`src/hw/arcade_input_pkg.sv`:
```
/*
 * Shared constants for the arcade input and timing section.
 * Widths, download indexes, clock divider periods, joystick bit
 * positions and game variant codes. Modules import it by wildcard.
 */
`default_nettype none

package arcade_input_pkg;

	// ================================================
	// Widths
	// ================================================
	localparam int BYTE_W        = 8;
	localparam int DN_ADDR_W     = 25;
	localparam int JOY_W         = 16;
	localparam int DIR_W         = 4;

	// Download stream indexes
	localparam int IDX_VARIANT   = 1;
	localparam int IDX_SWITCH    = 254;
	localparam int SWITCH_COUNT  = 8;

	// Enable periods in clk_sys cycles
	localparam int DIV_6M        = 4;
	localparam int DIV_4M        = 6;
	localparam int DIV_1M79      = 13;

	// Joystick word layout
	localparam int JOY_RIGHT     = 0;
	localparam int JOY_LEFT      = 1;
	localparam int JOY_DOWN      = 2;
	localparam int JOY_UP        = 3;
	localparam int JOY_FIRE      = 4;
	localparam int JOY_START1    = 5;
	localparam int JOY_START2    = 6;
	localparam int JOY_COIN      = 7;
	localparam int JOY_CHEAT     = 8;

	// ================================================
	// Game variants, code equals flag bit
	// ================================================
	localparam int VARIANT_COUNT = 18;
	localparam int V_ORIG  = 0;
	localparam int V_PLUS  = 1;
	localparam int V_CLUB  = 2;
	localparam int V_BIRD  = 4;
	localparam int V_MS    = 5;
	localparam int V_GORK  = 6;
	localparam int V_MRTNT = 7;
	localparam int V_WOODP = 8;
	localparam int V_EEEK  = 9;
	localparam int V_ALIB  = 10;
	localparam int V_PONP  = 11;
	localparam int V_VAN   = 12;
	localparam int V_PMM   = 13;
	localparam int V_DSHOP = 14;
	localparam int V_GLOB  = 15;
	localparam int V_JMPST = 16;
	localparam int V_NUMCR = 17;

	// Port inversion masks
	localparam logic [BYTE_W-1:0] IN0_XOR_DEFAULT = 8'hFF;
	localparam logic [BYTE_W-1:0] IN0_XOR_PONP    = 8'hE0;
	localparam logic [BYTE_W-1:0] IN1_XOR_DEFAULT = 8'hFF;
	localparam logic [BYTE_W-1:0] IN1_XOR_PONP    = 8'h00;

endpackage

`default_nettype wire

```
`src/hw/player_ctrl_if.sv`:
```
/*
 * Filtered controls of both players.
 * Driven by the input filter stage, read by the port mapper.
 */
`timescale 1ns/1ps
`default_nettype none

interface player_ctrl_if;
	import arcade_input_pkg::*;

	// Directions, bit 0 right up to bit 3 up
	logic [DIR_W-1:0] dir_p1;
	logic [DIR_W-1:0] dir_p2;
	logic             fire_p1;
	logic             fire_p2;

	// Shared buttons, already merged over both players
	logic             start1;
	logic             start2;
	logic             coin;
	logic             cheat;

	modport source (output dir_p1, dir_p2, fire_p1, fire_p2, start1, start2, coin, cheat);
	modport sink   (input  dir_p1, dir_p2, fire_p1, fire_p2, start1, start2, coin, cheat);

endinterface

`default_nettype wire

```
`src/hw/clock_enables.sv`:
```
/*
 * Clock enable generator.
 * Produces the 6 MHz, 4 MHz and 1.79 MHz single-cycle strobes from clk_sys.
 * Each strobe is high in the first cycle after reset and once per period.
 */
`timescale 1ns/1ps
`default_nettype none

module clock_enables (
	input  logic clk_sys,
	input  logic reset,
	output logic ce_6m,
	output logic ce_4m,
	output logic ce_1m79
);
	import arcade_input_pkg::*;

	localparam int CNT_W = $clog2(DIV_1M79);
	localparam int PERIOD [3] = '{DIV_6M, DIV_4M, DIV_1M79};

	logic [2:0] strobe;

	// One wrapping counter per enable
	for (genvar g = 0; g < 3; g++) begin : gen_div
		logic [CNT_W-1:0] count;

		always_ff @(posedge clk_sys) begin
			if (reset)
				count <= '0;
			else if (count == CNT_W'(PERIOD[g] - 1))
				count <= '0;
			else
				count <= count + 1'b1;
		end

		assign strobe[g] = (count == '0);
	end

	assign ce_6m   = strobe[0];
	assign ce_4m   = strobe[1];
	assign ce_1m79 = strobe[2];

	// Pixel enable must be a single-cycle pulse
	a_ce_6m_single: assert property (@(posedge clk_sys) disable iff (reset)
		ce_6m |=> !ce_6m);

endmodule

`default_nettype wire

```
`src/hw/download_regs.sv`:
```
/*
 * Download stream capture.
 * Index 1 writes the game variant byte, index 254 writes the switch bytes.
 * The variant byte is decoded into registered one-hot flags.
 */
`timescale 1ns/1ps
`default_nettype none

module download_regs (
	input  logic                                      clk_sys,
	input  logic                                      reset,
	input  logic                                      dn_wr,
	input  logic [arcade_input_pkg::BYTE_W-1:0]       dn_index,
	input  logic [arcade_input_pkg::DN_ADDR_W-1:0]    dn_addr,
	input  logic [arcade_input_pkg::BYTE_W-1:0]       dn_data,
	output logic [arcade_input_pkg::VARIANT_COUNT-1:0] variant_flags,
	output logic [arcade_input_pkg::BYTE_W-1:0]       sw0,
	output logic [arcade_input_pkg::BYTE_W-1:0]       sw1,
	output logic [arcade_input_pkg::BYTE_W-1:0]       sw2,
	output logic [arcade_input_pkg::BYTE_W-1:0]       sw3
);
	import arcade_input_pkg::*;

	localparam int SW_SEL_W = $clog2(SWITCH_COUNT);

	logic [BYTE_W-1:0] variant_code;
	logic [BYTE_W-1:0] sw [SWITCH_COUNT];
	logic              wr_variant;
	logic              wr_switch;
	logic              code_known;

	assign wr_variant = dn_wr && (dn_index == BYTE_W'(IDX_VARIANT));
	// Only the first eight addresses of the switch block are stored
	assign wr_switch  = dn_wr && (dn_index == BYTE_W'(IDX_SWITCH))
		&& (dn_addr[DN_ADDR_W-1:SW_SEL_W] == '0);

	always_ff @(posedge clk_sys) begin
		if (reset) begin
			variant_code <= '0;
			for (int i = 0; i < SWITCH_COUNT; i++)
				sw[i] <= '1;
		end else begin
			if (wr_variant)
				variant_code <= dn_data;
			if (wr_switch)
				sw[dn_addr[SW_SEL_W-1:0]] <= dn_data;
		end
	end

	// Codes outside this list leave every flag low
	assign code_known = variant_code inside {V_ORIG, V_PLUS, V_CLUB, V_BIRD, V_MS, V_GORK,
		V_MRTNT, V_WOODP, V_EEEK, V_ALIB, V_PONP, V_VAN, V_PMM, V_DSHOP, V_GLOB,
		V_JMPST, V_NUMCR};

	always_ff @(posedge clk_sys) begin
		if (reset)
			variant_flags <= VARIANT_COUNT'(1) << V_ORIG;
		else
			for (int i = 0; i < VARIANT_COUNT; i++)
				variant_flags[i] <= code_known && (variant_code == BYTE_W'(i));
	end

	assign sw0 = sw[0];
	assign sw1 = sw[1];
	assign sw2 = sw[2];
	assign sw3 = sw[3];

	a_variant_onehot: assert property (@(posedge clk_sys) disable iff (reset)
		$onehot0(variant_flags));

endmodule

`default_nettype wire

```
`src/hw/joy_one_dir.sv`:
```
/*
 * Four-way joystick filter for one player.
 * Passes only the most recently pressed direction while it is held.
 * single_dir_off lets every held direction through.
 */
`timescale 1ns/1ps
`default_nettype none

module joy_one_dir (
	input  logic                               clk_sys,
	input  logic                               reset,
	input  logic                               single_dir_off,
	input  logic [arcade_input_pkg::DIR_W-1:0] dir_raw,
	output logic [arcade_input_pkg::DIR_W-1:0] dir_out
);
	import arcade_input_pkg::*;

	logic [DIR_W-1:0] in_q1;
	logic [DIR_W-1:0] in_q2;
	logic [DIR_W-1:0] mask;
	logic [DIR_W-1:0] pressed_new;

	// Rising edge of each direction
	assign pressed_new = in_q1 & ~in_q2;
	assign dir_out     = in_q1 & mask;

	always_ff @(posedge clk_sys) begin
		if (reset) begin
			in_q1 <= '0;
			in_q2 <= '0;
			mask  <= '1;
		end else begin
			in_q1 <= dir_raw;
			in_q2 <= in_q1;
			// Ascending scan, so the highest new press wins
			for (int i = 0; i < DIR_W; i++)
				if (pressed_new[i])
					mask <= DIR_W'(1) << i;
			// Reopen all directions once the selected one is let go
			if (single_dir_off || ((dir_raw & mask) == '0))
				mask <= '1;
		end
	end

endmodule

`default_nettype wire

```
`src/hw/player_inputs.sv`:
```
/*
 * Player input stage.
 * Runs both joysticks through the four-way filter and registers the
 * buttons so they line up with the filtered directions.
 */
`timescale 1ns/1ps
`default_nettype none

module player_inputs (
	input  logic                               clk_sys,
	input  logic                               reset,
	input  logic                               single_dir_off,
	input  logic [arcade_input_pkg::JOY_W-1:0] joy_p1,
	input  logic [arcade_input_pkg::JOY_W-1:0] joy_p2,
	player_ctrl_if.source                      ctrl
);
	import arcade_input_pkg::*;

	logic [DIR_W-1:0] dir_raw_p1;
	logic [DIR_W-1:0] dir_raw_p2;

	assign dir_raw_p1 = {joy_p1[JOY_UP], joy_p1[JOY_DOWN], joy_p1[JOY_LEFT], joy_p1[JOY_RIGHT]};
	assign dir_raw_p2 = {joy_p2[JOY_UP], joy_p2[JOY_DOWN], joy_p2[JOY_LEFT], joy_p2[JOY_RIGHT]};

	joy_one_dir filt_p1 (
		.clk_sys        (clk_sys),
		.reset          (reset),
		.single_dir_off (single_dir_off),
		.dir_raw        (dir_raw_p1),
		.dir_out        (ctrl.dir_p1)
	);

	joy_one_dir filt_p2 (
		.clk_sys        (clk_sys),
		.reset          (reset),
		.single_dir_off (single_dir_off),
		.dir_raw        (dir_raw_p2),
		.dir_out        (ctrl.dir_p2)
	);

	// Same one-cycle delay as the filter input register
	always_ff @(posedge clk_sys) begin
		if (reset) begin
			ctrl.fire_p1 <= 1'b0;
			ctrl.fire_p2 <= 1'b0;
			ctrl.start1  <= 1'b0;
			ctrl.start2  <= 1'b0;
			ctrl.coin    <= 1'b0;
			ctrl.cheat   <= 1'b0;
		end else begin
			ctrl.fire_p1 <= joy_p1[JOY_FIRE];
			ctrl.fire_p2 <= joy_p2[JOY_FIRE];
			ctrl.start1  <= joy_p1[JOY_START1] | joy_p2[JOY_START1];
			ctrl.start2  <= joy_p1[JOY_START2] | joy_p2[JOY_START2];
			ctrl.coin    <= joy_p1[JOY_COIN] | joy_p2[JOY_COIN];
			ctrl.cheat   <= joy_p1[JOY_CHEAT] | joy_p2[JOY_CHEAT];
		end
	end

endmodule

`default_nettype wire

```
`src/hw/control_mapper.sv`:
```
/*
 * Input port mapper.
 * Builds the active-low in0 and in1 bytes per game variant and
 * selects the DIP bytes. Purely combinational.
 */
`timescale 1ns/1ps
`default_nettype none

module control_mapper (
	player_ctrl_if.sink                                ctrl,
	input  logic [arcade_input_pkg::VARIANT_COUNT-1:0] variant_flags,
	input  logic [arcade_input_pkg::BYTE_W-1:0]        sw0,
	input  logic [arcade_input_pkg::BYTE_W-1:0]        sw1,
	input  logic [arcade_input_pkg::BYTE_W-1:0]        sw2,
	input  logic [arcade_input_pkg::BYTE_W-1:0]        sw3,
	output logic [arcade_input_pkg::BYTE_W-1:0]        in0,
	output logic [arcade_input_pkg::BYTE_W-1:0]        in1,
	output logic [arcade_input_pkg::BYTE_W-1:0]        dipsw1,
	output logic [arcade_input_pkg::BYTE_W-1:0]        dipsw2
);
	import arcade_input_pkg::*;

	logic numcr, pmm, eeek, alib, jmpst, gm;
	logic cheat_en, fire_on_cheat, p2_fire_on_b4, dip2_used;
	logic [BYTE_W-1:0] in0_tbl;
	logic [BYTE_W-1:0] in1_tbl;
	logic [BYTE_W-1:0] in0_xor;
	logic [BYTE_W-1:0] in1_xor;

	assign numcr = variant_flags[V_NUMCR];
	assign pmm   = variant_flags[V_PMM];
	assign eeek  = variant_flags[V_EEEK];
	assign alib  = variant_flags[V_ALIB];
	assign jmpst = variant_flags[V_JMPST];
	assign gm    = variant_flags[V_GORK] | variant_flags[V_MRTNT];

	// Variants that honour the cheat button
	assign cheat_en = variant_flags[V_ORIG] | variant_flags[V_PLUS] | variant_flags[V_MS]
		| variant_flags[V_BIRD] | alib | variant_flags[V_WOODP] | numcr;
	// Ponpoko family reads fire where the others read cheat
	assign fire_on_cheat = variant_flags[V_PONP] | variant_flags[V_VAN] | variant_flags[V_DSHOP];
	assign p2_fire_on_b4 = alib | fire_on_cheat;
	assign dip2_used     = numcr | fire_on_cheat;

	// ================================================
	// in0, player 1 and coin
	// ================================================
	always_comb begin
		in0_tbl[0] = ctrl.dir_p1[0 + 3];
		// Number Crash has left and right swapped
		in0_tbl[1] = numcr ? ctrl.dir_p1[0] : ctrl.dir_p1[1];
		in0_tbl[2] = numcr ? ctrl.dir_p1[1] : ctrl.dir_p1[0];
		in0_tbl[3] = ctrl.dir_p1[2];
		in0_tbl[4] = (cheat_en & ctrl.cheat) | (fire_on_cheat & ctrl.fire_p1);
		in0_tbl[5] = ~numcr & ctrl.coin;
		in0_tbl[6] = (alib & ctrl.fire_p1) | numcr;
		in0_tbl[7] = eeek & ctrl.fire_p2;
	end

	// ================================================
	// in1, player 2 and start
	// ================================================
	always_comb begin
		in1_tbl[0] = (~pmm & ctrl.dir_p2[3]) | (numcr & ctrl.fire_p1);
		in1_tbl[1] = ~pmm & ctrl.dir_p2[1];
		// PMM uses this bit for its fire button
		in1_tbl[2] = pmm ? ctrl.fire_p1 : ctrl.dir_p2[0];
		in1_tbl[3] = ~pmm & ctrl.dir_p2[2];
		in1_tbl[4] = (gm & ctrl.fire_p1) | (p2_fire_on_b4 & ctrl.fire_p2);
		in1_tbl[5] = (~numcr & ctrl.start1) | (jmpst & ctrl.fire_p1) | (numcr & ctrl.coin);
		in1_tbl[6] = ctrl.start2 | (eeek & ctrl.fire_p1) | (jmpst & ctrl.fire_p2)
			| (numcr & ctrl.start1);
		in1_tbl[7] = gm & ctrl.fire_p2;
	end

	// Ponpoko reads most of its inputs active high
	assign in0_xor = variant_flags[V_PONP] ? IN0_XOR_PONP : IN0_XOR_DEFAULT;
	assign in1_xor = variant_flags[V_PONP] ? IN1_XOR_PONP : IN1_XOR_DEFAULT;

	assign in0    = sw0 & (in0_xor ^ in0_tbl);
	assign in1    = sw1 & (in1_xor ^ in1_tbl);
	assign dipsw1 = sw2;
	assign dipsw2 = dip2_used ? sw3 : '1;

endmodule

`default_nettype wire

```
`src/hw/arcade_input_top.sv`:
```
/*
 * Input and timing section of the arcade core.
 * Clock enables, download registers, joystick filtering and port mapping
 * behind plain ports. Instances and wiring only.
 */
`timescale 1ns/1ps
`default_nettype none

module arcade_input_top (
	input  logic                                   clk_sys,
	input  logic                                   reset,
	input  logic                                   dn_wr,
	input  logic [arcade_input_pkg::BYTE_W-1:0]    dn_index,
	input  logic [arcade_input_pkg::DN_ADDR_W-1:0] dn_addr,
	input  logic [arcade_input_pkg::BYTE_W-1:0]    dn_data,
	input  logic [arcade_input_pkg::JOY_W-1:0]     joy_p1,
	input  logic [arcade_input_pkg::JOY_W-1:0]     joy_p2,
	output logic                                   ce_6m,
	output logic                                   ce_4m,
	output logic                                   ce_1m79,
	output logic [arcade_input_pkg::BYTE_W-1:0]    in0,
	output logic [arcade_input_pkg::BYTE_W-1:0]    in1,
	output logic [arcade_input_pkg::BYTE_W-1:0]    dipsw1,
	output logic [arcade_input_pkg::BYTE_W-1:0]    dipsw2
);
	import arcade_input_pkg::*;

	logic [VARIANT_COUNT-1:0] variant_flags;
	logic [BYTE_W-1:0]        sw0, sw1, sw2, sw3;

	player_ctrl_if ctrl_bus ();

	clock_enables u_clock_enables (
		.clk_sys (clk_sys),
		.reset   (reset),
		.ce_6m   (ce_6m),
		.ce_4m   (ce_4m),
		.ce_1m79 (ce_1m79)
	);

	download_regs u_download_regs (
		.clk_sys       (clk_sys),
		.reset         (reset),
		.dn_wr         (dn_wr),
		.dn_index      (dn_index),
		.dn_addr       (dn_addr),
		.dn_data       (dn_data),
		.variant_flags (variant_flags),
		.sw0           (sw0),
		.sw1           (sw1),
		.sw2           (sw2),
		.sw3           (sw3)
	);

	// Birdiy plays with an eight-way stick
	player_inputs u_player_inputs (
		.clk_sys        (clk_sys),
		.reset          (reset),
		.single_dir_off (variant_flags[V_BIRD]),
		.joy_p1         (joy_p1),
		.joy_p2         (joy_p2),
		.ctrl           (ctrl_bus)
	);

	control_mapper u_control_mapper (
		.ctrl          (ctrl_bus),
		.variant_flags (variant_flags),
		.sw0           (sw0),
		.sw1           (sw1),
		.sw2           (sw2),
		.sw3           (sw3),
		.in0           (in0),
		.in1           (in1),
		.dipsw1        (dipsw1),
		.dipsw2        (dipsw2)
	);

endmodule

`default_nettype wire

```
`config.mk`:
```
export PLATFORM = sky130hd
export DESIGN_NAME = arcade_input_top
export DESIGN_NICKNAME = d
export VERILOG_FILES = /design/src/hw/arcade_input_pkg.sv /design/src/hw/player_ctrl_if.sv /design/src/hw/clock_enables.sv /design/src/hw/download_regs.sv /design/src/hw/joy_one_dir.sv /design/src/hw/player_inputs.sv /design/src/hw/control_mapper.sv /design/src/hw/arcade_input_top.sv
export SDC_FILE = /design/constraint.sdc
export NUM_CORES = 1
export LEC_CHECK = 0
export BUFFER_PORTS_ARGS = -buffer_cell sky130_fd_sc_hd__buf_2
export CAP_MARGIN = 20
export CORE_ASPECT_RATIO = 0.7
export CORE_MARGIN = 2
export CORE_UTILIZATION = 52
export CTS_CLUSTER_SIZE = 10
export DETAILED_ROUTE_END_ITERATION = 10
export PLACE_DENSITY = 0.87
export SETUP_SLACK_MARGIN = 0.1
export SKIP_LAST_GASP = 1
export SLEW_MARGIN = 25
export SYNTH_ARGS = -nofsm -noshare
export SYNTH_HDL_FRONTEND = slang
export SYNTH_SLANG_ARGS = --single-unit
```
`constraint.sdc`:
```
create_clock -name clk_sys -period 2.4 [get_ports clk_sys]
set_input_delay 0.24 -clock clk_sys [delete_from_list [all_inputs] [get_ports clk_sys]]
set_output_delay 0.24 -clock clk_sys [all_outputs]
set_load 0.05 [all_outputs]
```
# Yosys cells after proc, flatten, opt, wreduce, memory -nomap -nowiden
# Memory sizes are Yosys's and may differ from the RTL's.
# Cells that the tools add are included.
[totals]
regBits = 68
ram_bits = 64
inputBits = 76
out_inout_bits = 35
word_cells = 166
memories = 1
[memory_table]
columns = ["name", "depth", "width", "rd", "rd_ports_with_merged_regs", "write_ports", "line", "source"]
rows = [
  ["u_download_regs.sw", 8, 8, 4, 0, 8, "download_regs.sv:27", "logic [BYTE_W-1:0] sw [SWITCH_COUNT];"],
]
[classes]
add_sub_neg = 3
n_eq_ne = 22
n_mux = 22
n_bitwise = 56
reduce_logical = 43
[ops]
columns = ["operator", "n"]
rows = [
  ["8-bit by 4-bit equality test with 1-bit output (second input constant)", 8],
  ["8-bit by 3-bit equality test with 1-bit output (second input constant)", 4],
  ["4-bit AND", 6],
  ["4-bit two-way mux", 6],
  ["8-bit two-way mux", 3],
  ["1-bit bitwise OR", 24],
  ["22-bit logical NOT", 1],
  ["1-bit logical AND", 21],
  ["4-bit logical NOT", 5],
  ["1-bit AND", 18],
  ["17-bit nonzero test", 1],
  ["8-bit AND", 2],
  ["8-bit by 1-bit equality test with 1-bit output (second input constant)", 2],
  ["8-bit by 2-bit equality test with 1-bit output (second input constant)", 2],
  ["8-bit by 5-bit equality test with 1-bit output (second input constant)", 2],
  ["8-bit bitwise XOR", 2],
  ["4-bit by 1-bit adder with 4-bit output (second input constant)", 3],
  ["2-bit OR reduction", 5],
  ["1-bit two-way mux", 9],
  ["3-bit two-way mux", 3],
  ["8-bit equality test (second input constant)", 1],
  ["8-bit logical NOT", 1],
  ["4-bit NOT", 2],
  ["4-bit nonzero test", 2],
  ["9 further kinds", 13],
]

# Depth between registers and ports, before layout
[logic_depth]
word_depth = 10
mapped_depth = 6

# Hierarchy
# A second synthesis with hierarchy kept.
[unflattened]
hier_cells = 425
hier_area_um2 = 4468.0
[by_module_without_submodules]
columns = ["module", "n_inst", "cells_each", "area_per_inst_um2", "seq_area_each_um2"]
rows = [
  ["download_regs", 1, 196, 2318.5, 1481.4],
  ["joy_one_dir", 2, 42, 444.2, 240.2],
  ["clock_enables", 1, 61, 561.8, 240.2],
  ["control_mapper", 1, 72, 526.8, 0.0],
  ["player_inputs", 1, 12, 172.7, 120.1],
]

# Least setup slack after synthesis
# OpenSTA, ideal clock, no wires.
[synth_timing]
path_kind = "reg-to-output"
from = "reg u_download_regs.variant_flags[0] in the netlist's numbering"
to = "out in0[4] in the netlist's numbering"
arrival_ns = 2.389
required_time_ns = 2.160
slack_ns = -0.229
stages_incl_launch_ff = 5
n_path_buf = 0
path_cell_list = "dfxtp_1 or4_4 o41ai_4 a21oi_1 a311oi_1"
[synth_via]
elab_chain_cells = 10
[synth_rtl]
columns = ["element", "line", "source"]
rows = [
  ["from (decl)", "download_regs.sv:16", "output logic [arcade_input_pkg::VARIANT_COUNT-1:0] variant_flags,"],
  ["from (signal assigned)", "download_regs.sv:57", "variant_flags <= VARIANT_COUNT'(1) << V_ORIG;"],
  ["from (signal, indexed assignment)", "download_regs.sv:60", "variant_flags[i] <= code_known && (variant_code == BYTE_W'(i));"],
  ["1-bit bitwise OR (2 in a row)", "control_mapper.sv:38", "assign cheat_en = variant_flags[V_ORIG] | variant_flags[V_PLUS] | variant_flags[V_MS]"],
  ["1-bit bitwise OR (4 in a row)", "control_mapper.sv:39", "| variant_flags[V_BIRD] | alib | variant_flags[V_WOODP] | numcr;"],
  ["1-bit AND", "control_mapper.sv:54", "in0_tbl[4] = (cheat_en & ctrl.cheat) | (fire_on_cheat & ctrl.fire_p1);"],
  ["1-bit bitwise OR", "control_mapper.sv:54", ""],
  ["8-bit bitwise XOR", "control_mapper.sv:80", "assign in0 = sw0 & (in0_xor ^ in0_tbl);"],
  ["8-bit AND", "control_mapper.sv:80", ""],
  ["to (decl)", "arcade_input_top.sv:21", "output logic [arcade_input_pkg::BYTE_W-1:0] in0,"],
]
# Every way passes these cells.

# Final worst setup path
[layout_timing]
from = "reg u_download_regs.variant_flags[4] in the netlist's numbering"
to = "out in0[4] in the netlist's numbering"
[layout_via]
elab_chain_cells = 8
[layout_rtl]
columns = ["element", "line"]
rows = [
  ["1-bit bitwise OR (4 in a row)", "control_mapper.sv:39"],
  ["1-bit AND", "control_mapper.sv:54"],
  ["1-bit bitwise OR", "control_mapper.sv:54"],
  ["8-bit bitwise XOR", "control_mapper.sv:80"],
  ["8-bit AND", "control_mapper.sv:80"],
]
# Every way passes these cells.

==> results.cfg <==
[status]
status = complete, no violations

[timing]
final_hold_viol_count = 0
period_share_pct = 94.3
post-route-min-period_ns = 2.26
finClkSkew_ns = 0.0118
setup_viol = 0
holdWs_ns = 0.0816
grt_setup_unrepaired = true
tightestPinTransition_ns = 0.598
slew_headroom_pct = 59.8
setup_tns_ns = 0
finalMaxSlewViolations = 0
layout_setup_ws_ns = 0.137
max_freq_mhz = 442

[global_route]
grt_max_degree = 47
overflow = 0
antenna_found_initial = 0
grt_pass1_wl_microns = 14700
grt_pass1_vias = 3187
groute.usage.overall_pct = 22.4

[placement]
dp_hpwl_microns = 6920
post-place-ws_ns = 0.288
place.port_buffers = 96
gp_congestion = 0.840

[critical_path]
path_max_fanout = 3
critical-path-top-delay-family = compound AO/OA/AOI/OAI gates
cp.depth = 5
worstSetupEndpointType = primary output
cpMaxStageDelayCell = or4_4
cp.arrival_ns = 2.02
path_class = flip-flop to primary output
path_buf_inv = 1
critPathLaunchType = flip-flop
cp_slowest_stage_delay_ns = 0.51
cp.required_ns = 2.16
crit_chain = or4_4 > o41ai_4 > a21oi_2 > a311oi_2 > buf_6
worstRegToRegCells = 3

[synth]
seq_area_frac_synth_pct = 55.4
synth_ff_type = dfxtp_1
postSynthAreaPerCell_sq_um = 10.3
synth_edf_count = 32
async_reset_ff_share_pct = 0
ys_types = 53
syn_nets = 480
netlist_area_sq_mm = 0.00408
synth-seq-cells = 97
syn_inst = 397
ys.warnings.count = 0

[pwr]
leakage_nw = 1.96
ir_drop_v = 0.000308
pwr_density_cell_mw_per_mm2 = 642

[cells_and_area]
diodes = 0
layout_common_cells = 95 x buf_2, 65 x dfxtp_1, 57 x nor2_1
fin_util_pct = 65.5
area_growth_pct = 19.5
fin_nets = 584
layout_commonest_cell = buf_2
drive_above_1_share_pct = 27.9

[drt]
vias = 3213
first_iter_violations = 162
drtAntennaViolNets = 0
drt-total-wl_microns = 8980
drc_errors = 0
drtPass1Iterations = 4
wire_per_inst_microns = 14.9
via_per_inst = 5.32

[floorplan]
die_h_microns = 78.1
initial_core_util_pct = 54.8
coreArea_sq_mm = 0.00745
die-area_sq_mm = 0.00859
ioPinCount = 111
dieWidth_microns = 110
rows = 26

[cts]
cts_max_level = 3
numCtsBuffers = 9
cts_root_buf = clkbuf_8
holdBufCountCts = 0
cts_tree = built
cts_max_path_buffers = 2
clk-insertion-delay-late_ns = 0.36
cts.sinks = 97
clk_pin_slew_ns = 0.08

[worst_hold_path]
hold_path_class = input port to flip-flop
hold_path_depth = 3

[flow_run]
maxCapViolations = 0
-- state kept, by name, indices dropped and copies added (netlist names) --
| register | count |
|---|---|
| u_download_regs.sw | 32 |
| u_download_regs.variant_flags | 15 |
| u_clock_enables.gen_div.count | 12 |
| u_download_regs.variant_code | 8 |
| u_player_inputs.filt_p1.in_q1 | 4 |
| u_player_inputs.filt_p1.in_q2 | 4 |
| u_player_inputs.filt_p1.mask | 4 |
| u_player_inputs.filt_p2.in_q1 | 4 |
| u_player_inputs.filt_p2.in_q2 | 4 |
| u_player_inputs.filt_p2.mask | 4 |
| u_player_inputs.ctrl.cheat | 1 |
| u_player_inputs.ctrl.coin | 1 |
| u_player_inputs.ctrl.fire_p1 | 1 |
| u_player_inputs.ctrl.fire_p2 | 1 |
| u_player_inputs.ctrl.start1 | 1 |
| u_player_inputs.ctrl.start2 | 1 |
-- tightest hold or removal path, stage by stage --
cell and delay, ns:
buf_2 0.07, nor2_1 0.03, nor2_1 0.06
-- final timing paths --
check,from,endpoint,slack [ns]
max,u_download_regs.variant_flags[4],in0[4],0.14
min,joy_p1[6],u_player_inputs.ctrl.start2,0.08
max reg2reg,u_download_regs.variant_code[4],u_download_regs.variant_flags[13],1.00
min reg2reg,u_player_inputs.filt_p2.in_q1[3],u_player_inputs.filt_p2.in_q2[3],0.48
-- cell type report --
| cell class | count | area, sq um |
|---|---|---|
| sequential | 97 | 2260 |
| multi-input combinational | 278 | 1750 |
| fill | 598 | 2570 |
| timing repair buffer | 102 | 532 |
| clock inverter | 6 | 35.0 |
| clock buffer | 10 | 128 |
| inverter | 13 | 48.8 |
| tap | 98 | 123 |
-- layer usage --
layer	GRT usage, %	routed length, microns	vias to the layer above
met5	0	0	-
met4	6.96	109	0
met3	6.31	608	11
met2	37.6	4390	124
met1	27.9	3870	1501
li1	-	-	1577
-- power by group --
| part | internal [mW] | switching, mW |
|---|---|---|
| clock network | 0.370 | 0.536 |
| registers | 1.76 | 0.0430 |
| logic | 0.149 | 0.274 |
-- stage by stage --
step / instances / cell area, sq um / total power [mW]
after floorplan: 397 / 4090 / 2.12
after global placement: 588 / 4700 / 2.25
after detailed placement: 588 / 4700 / 2.27
after CTS: 604 / 4880 / 3.16
after global routing: 604 / 4880 / 3.28
final: 604 / 4880 / 3.14
-- cells in the mapped netlist (all sizes together), types with 2 or more instances --
| library cell | instances | area share [%] |
|---|---|---|
| a31oi | 3 | 0.46 |
| o21ai | 11 | 1.3 |
| mux2 | 2 | 0.55 |
| or2 | 9 | 1.4 |
| and2 | 12 | 1.8 |
| a22o | 3 | 0.64 |
| and3 | 3 | 0.46 |
| a221oi | 2 | 0.43 |
| o21a | 2 | 0.37 |
| nor2b | 24 | 3.7 |
| nor4b | 2 | 0.58 |
| nand2b | 5 | 0.77 |
| nand4 | 3 | 0.77 |
| ha | 7 | 2.1 |
| xor2 | 3 | 0.64 |
| inv | 13 | 1.2 |
| dfxtp | 65 | 32 |
| o31ai | 5 | 1.3 |
| or4 | 2 | 0.46 |
| nor4 | 8 | 2.4 |
| nand3 | 6 | 0.74 |
| clkbuf | 6 | 0.55 |
| nor3 | 10 | 1.6 |
| a21oi | 13 | 1.6 |
| nand3b | 3 | 0.55 |
| a21boi | 4 | 0.74 |
| xnor2 | 8 | 1.7 |
| nor2 | 57 | 5.2 |
| nand2 | 46 | 4.2 |
| edfxtp | 32 | 24 |
| buf | 3 | 0.31 |
| mux2i | 9 | 2.2 |
| nor3b | 7 | 1.3 |
| o41ai | 3 | 1.3 |
-- kinds of logic (layout without fill, tap and decap cells) --
logic type	after synthesis	in the layout	share of synthesized area (%)
xor+xnor	11	11	2.36
flops	97	97	55.4
simple gates	199	199	26.4
compound gates	50	50	8.92
mux	11	11	2.76
fa+ha+maj	7	7	2.14
buf+inv	22	131	2.05
-- timing repair --
| item | in CTS | in global routing |
|---|---|---|
| pin swaps | 0 | 1 |
| cloned | 0 | 0 |
| setup buffers | 0 | 0 |
| gates resized for setup | 3 | 1 |
| endpoints found under the setup margin | 9 | 1 |
Note: power is estimated with default switching activity, not from simulation.
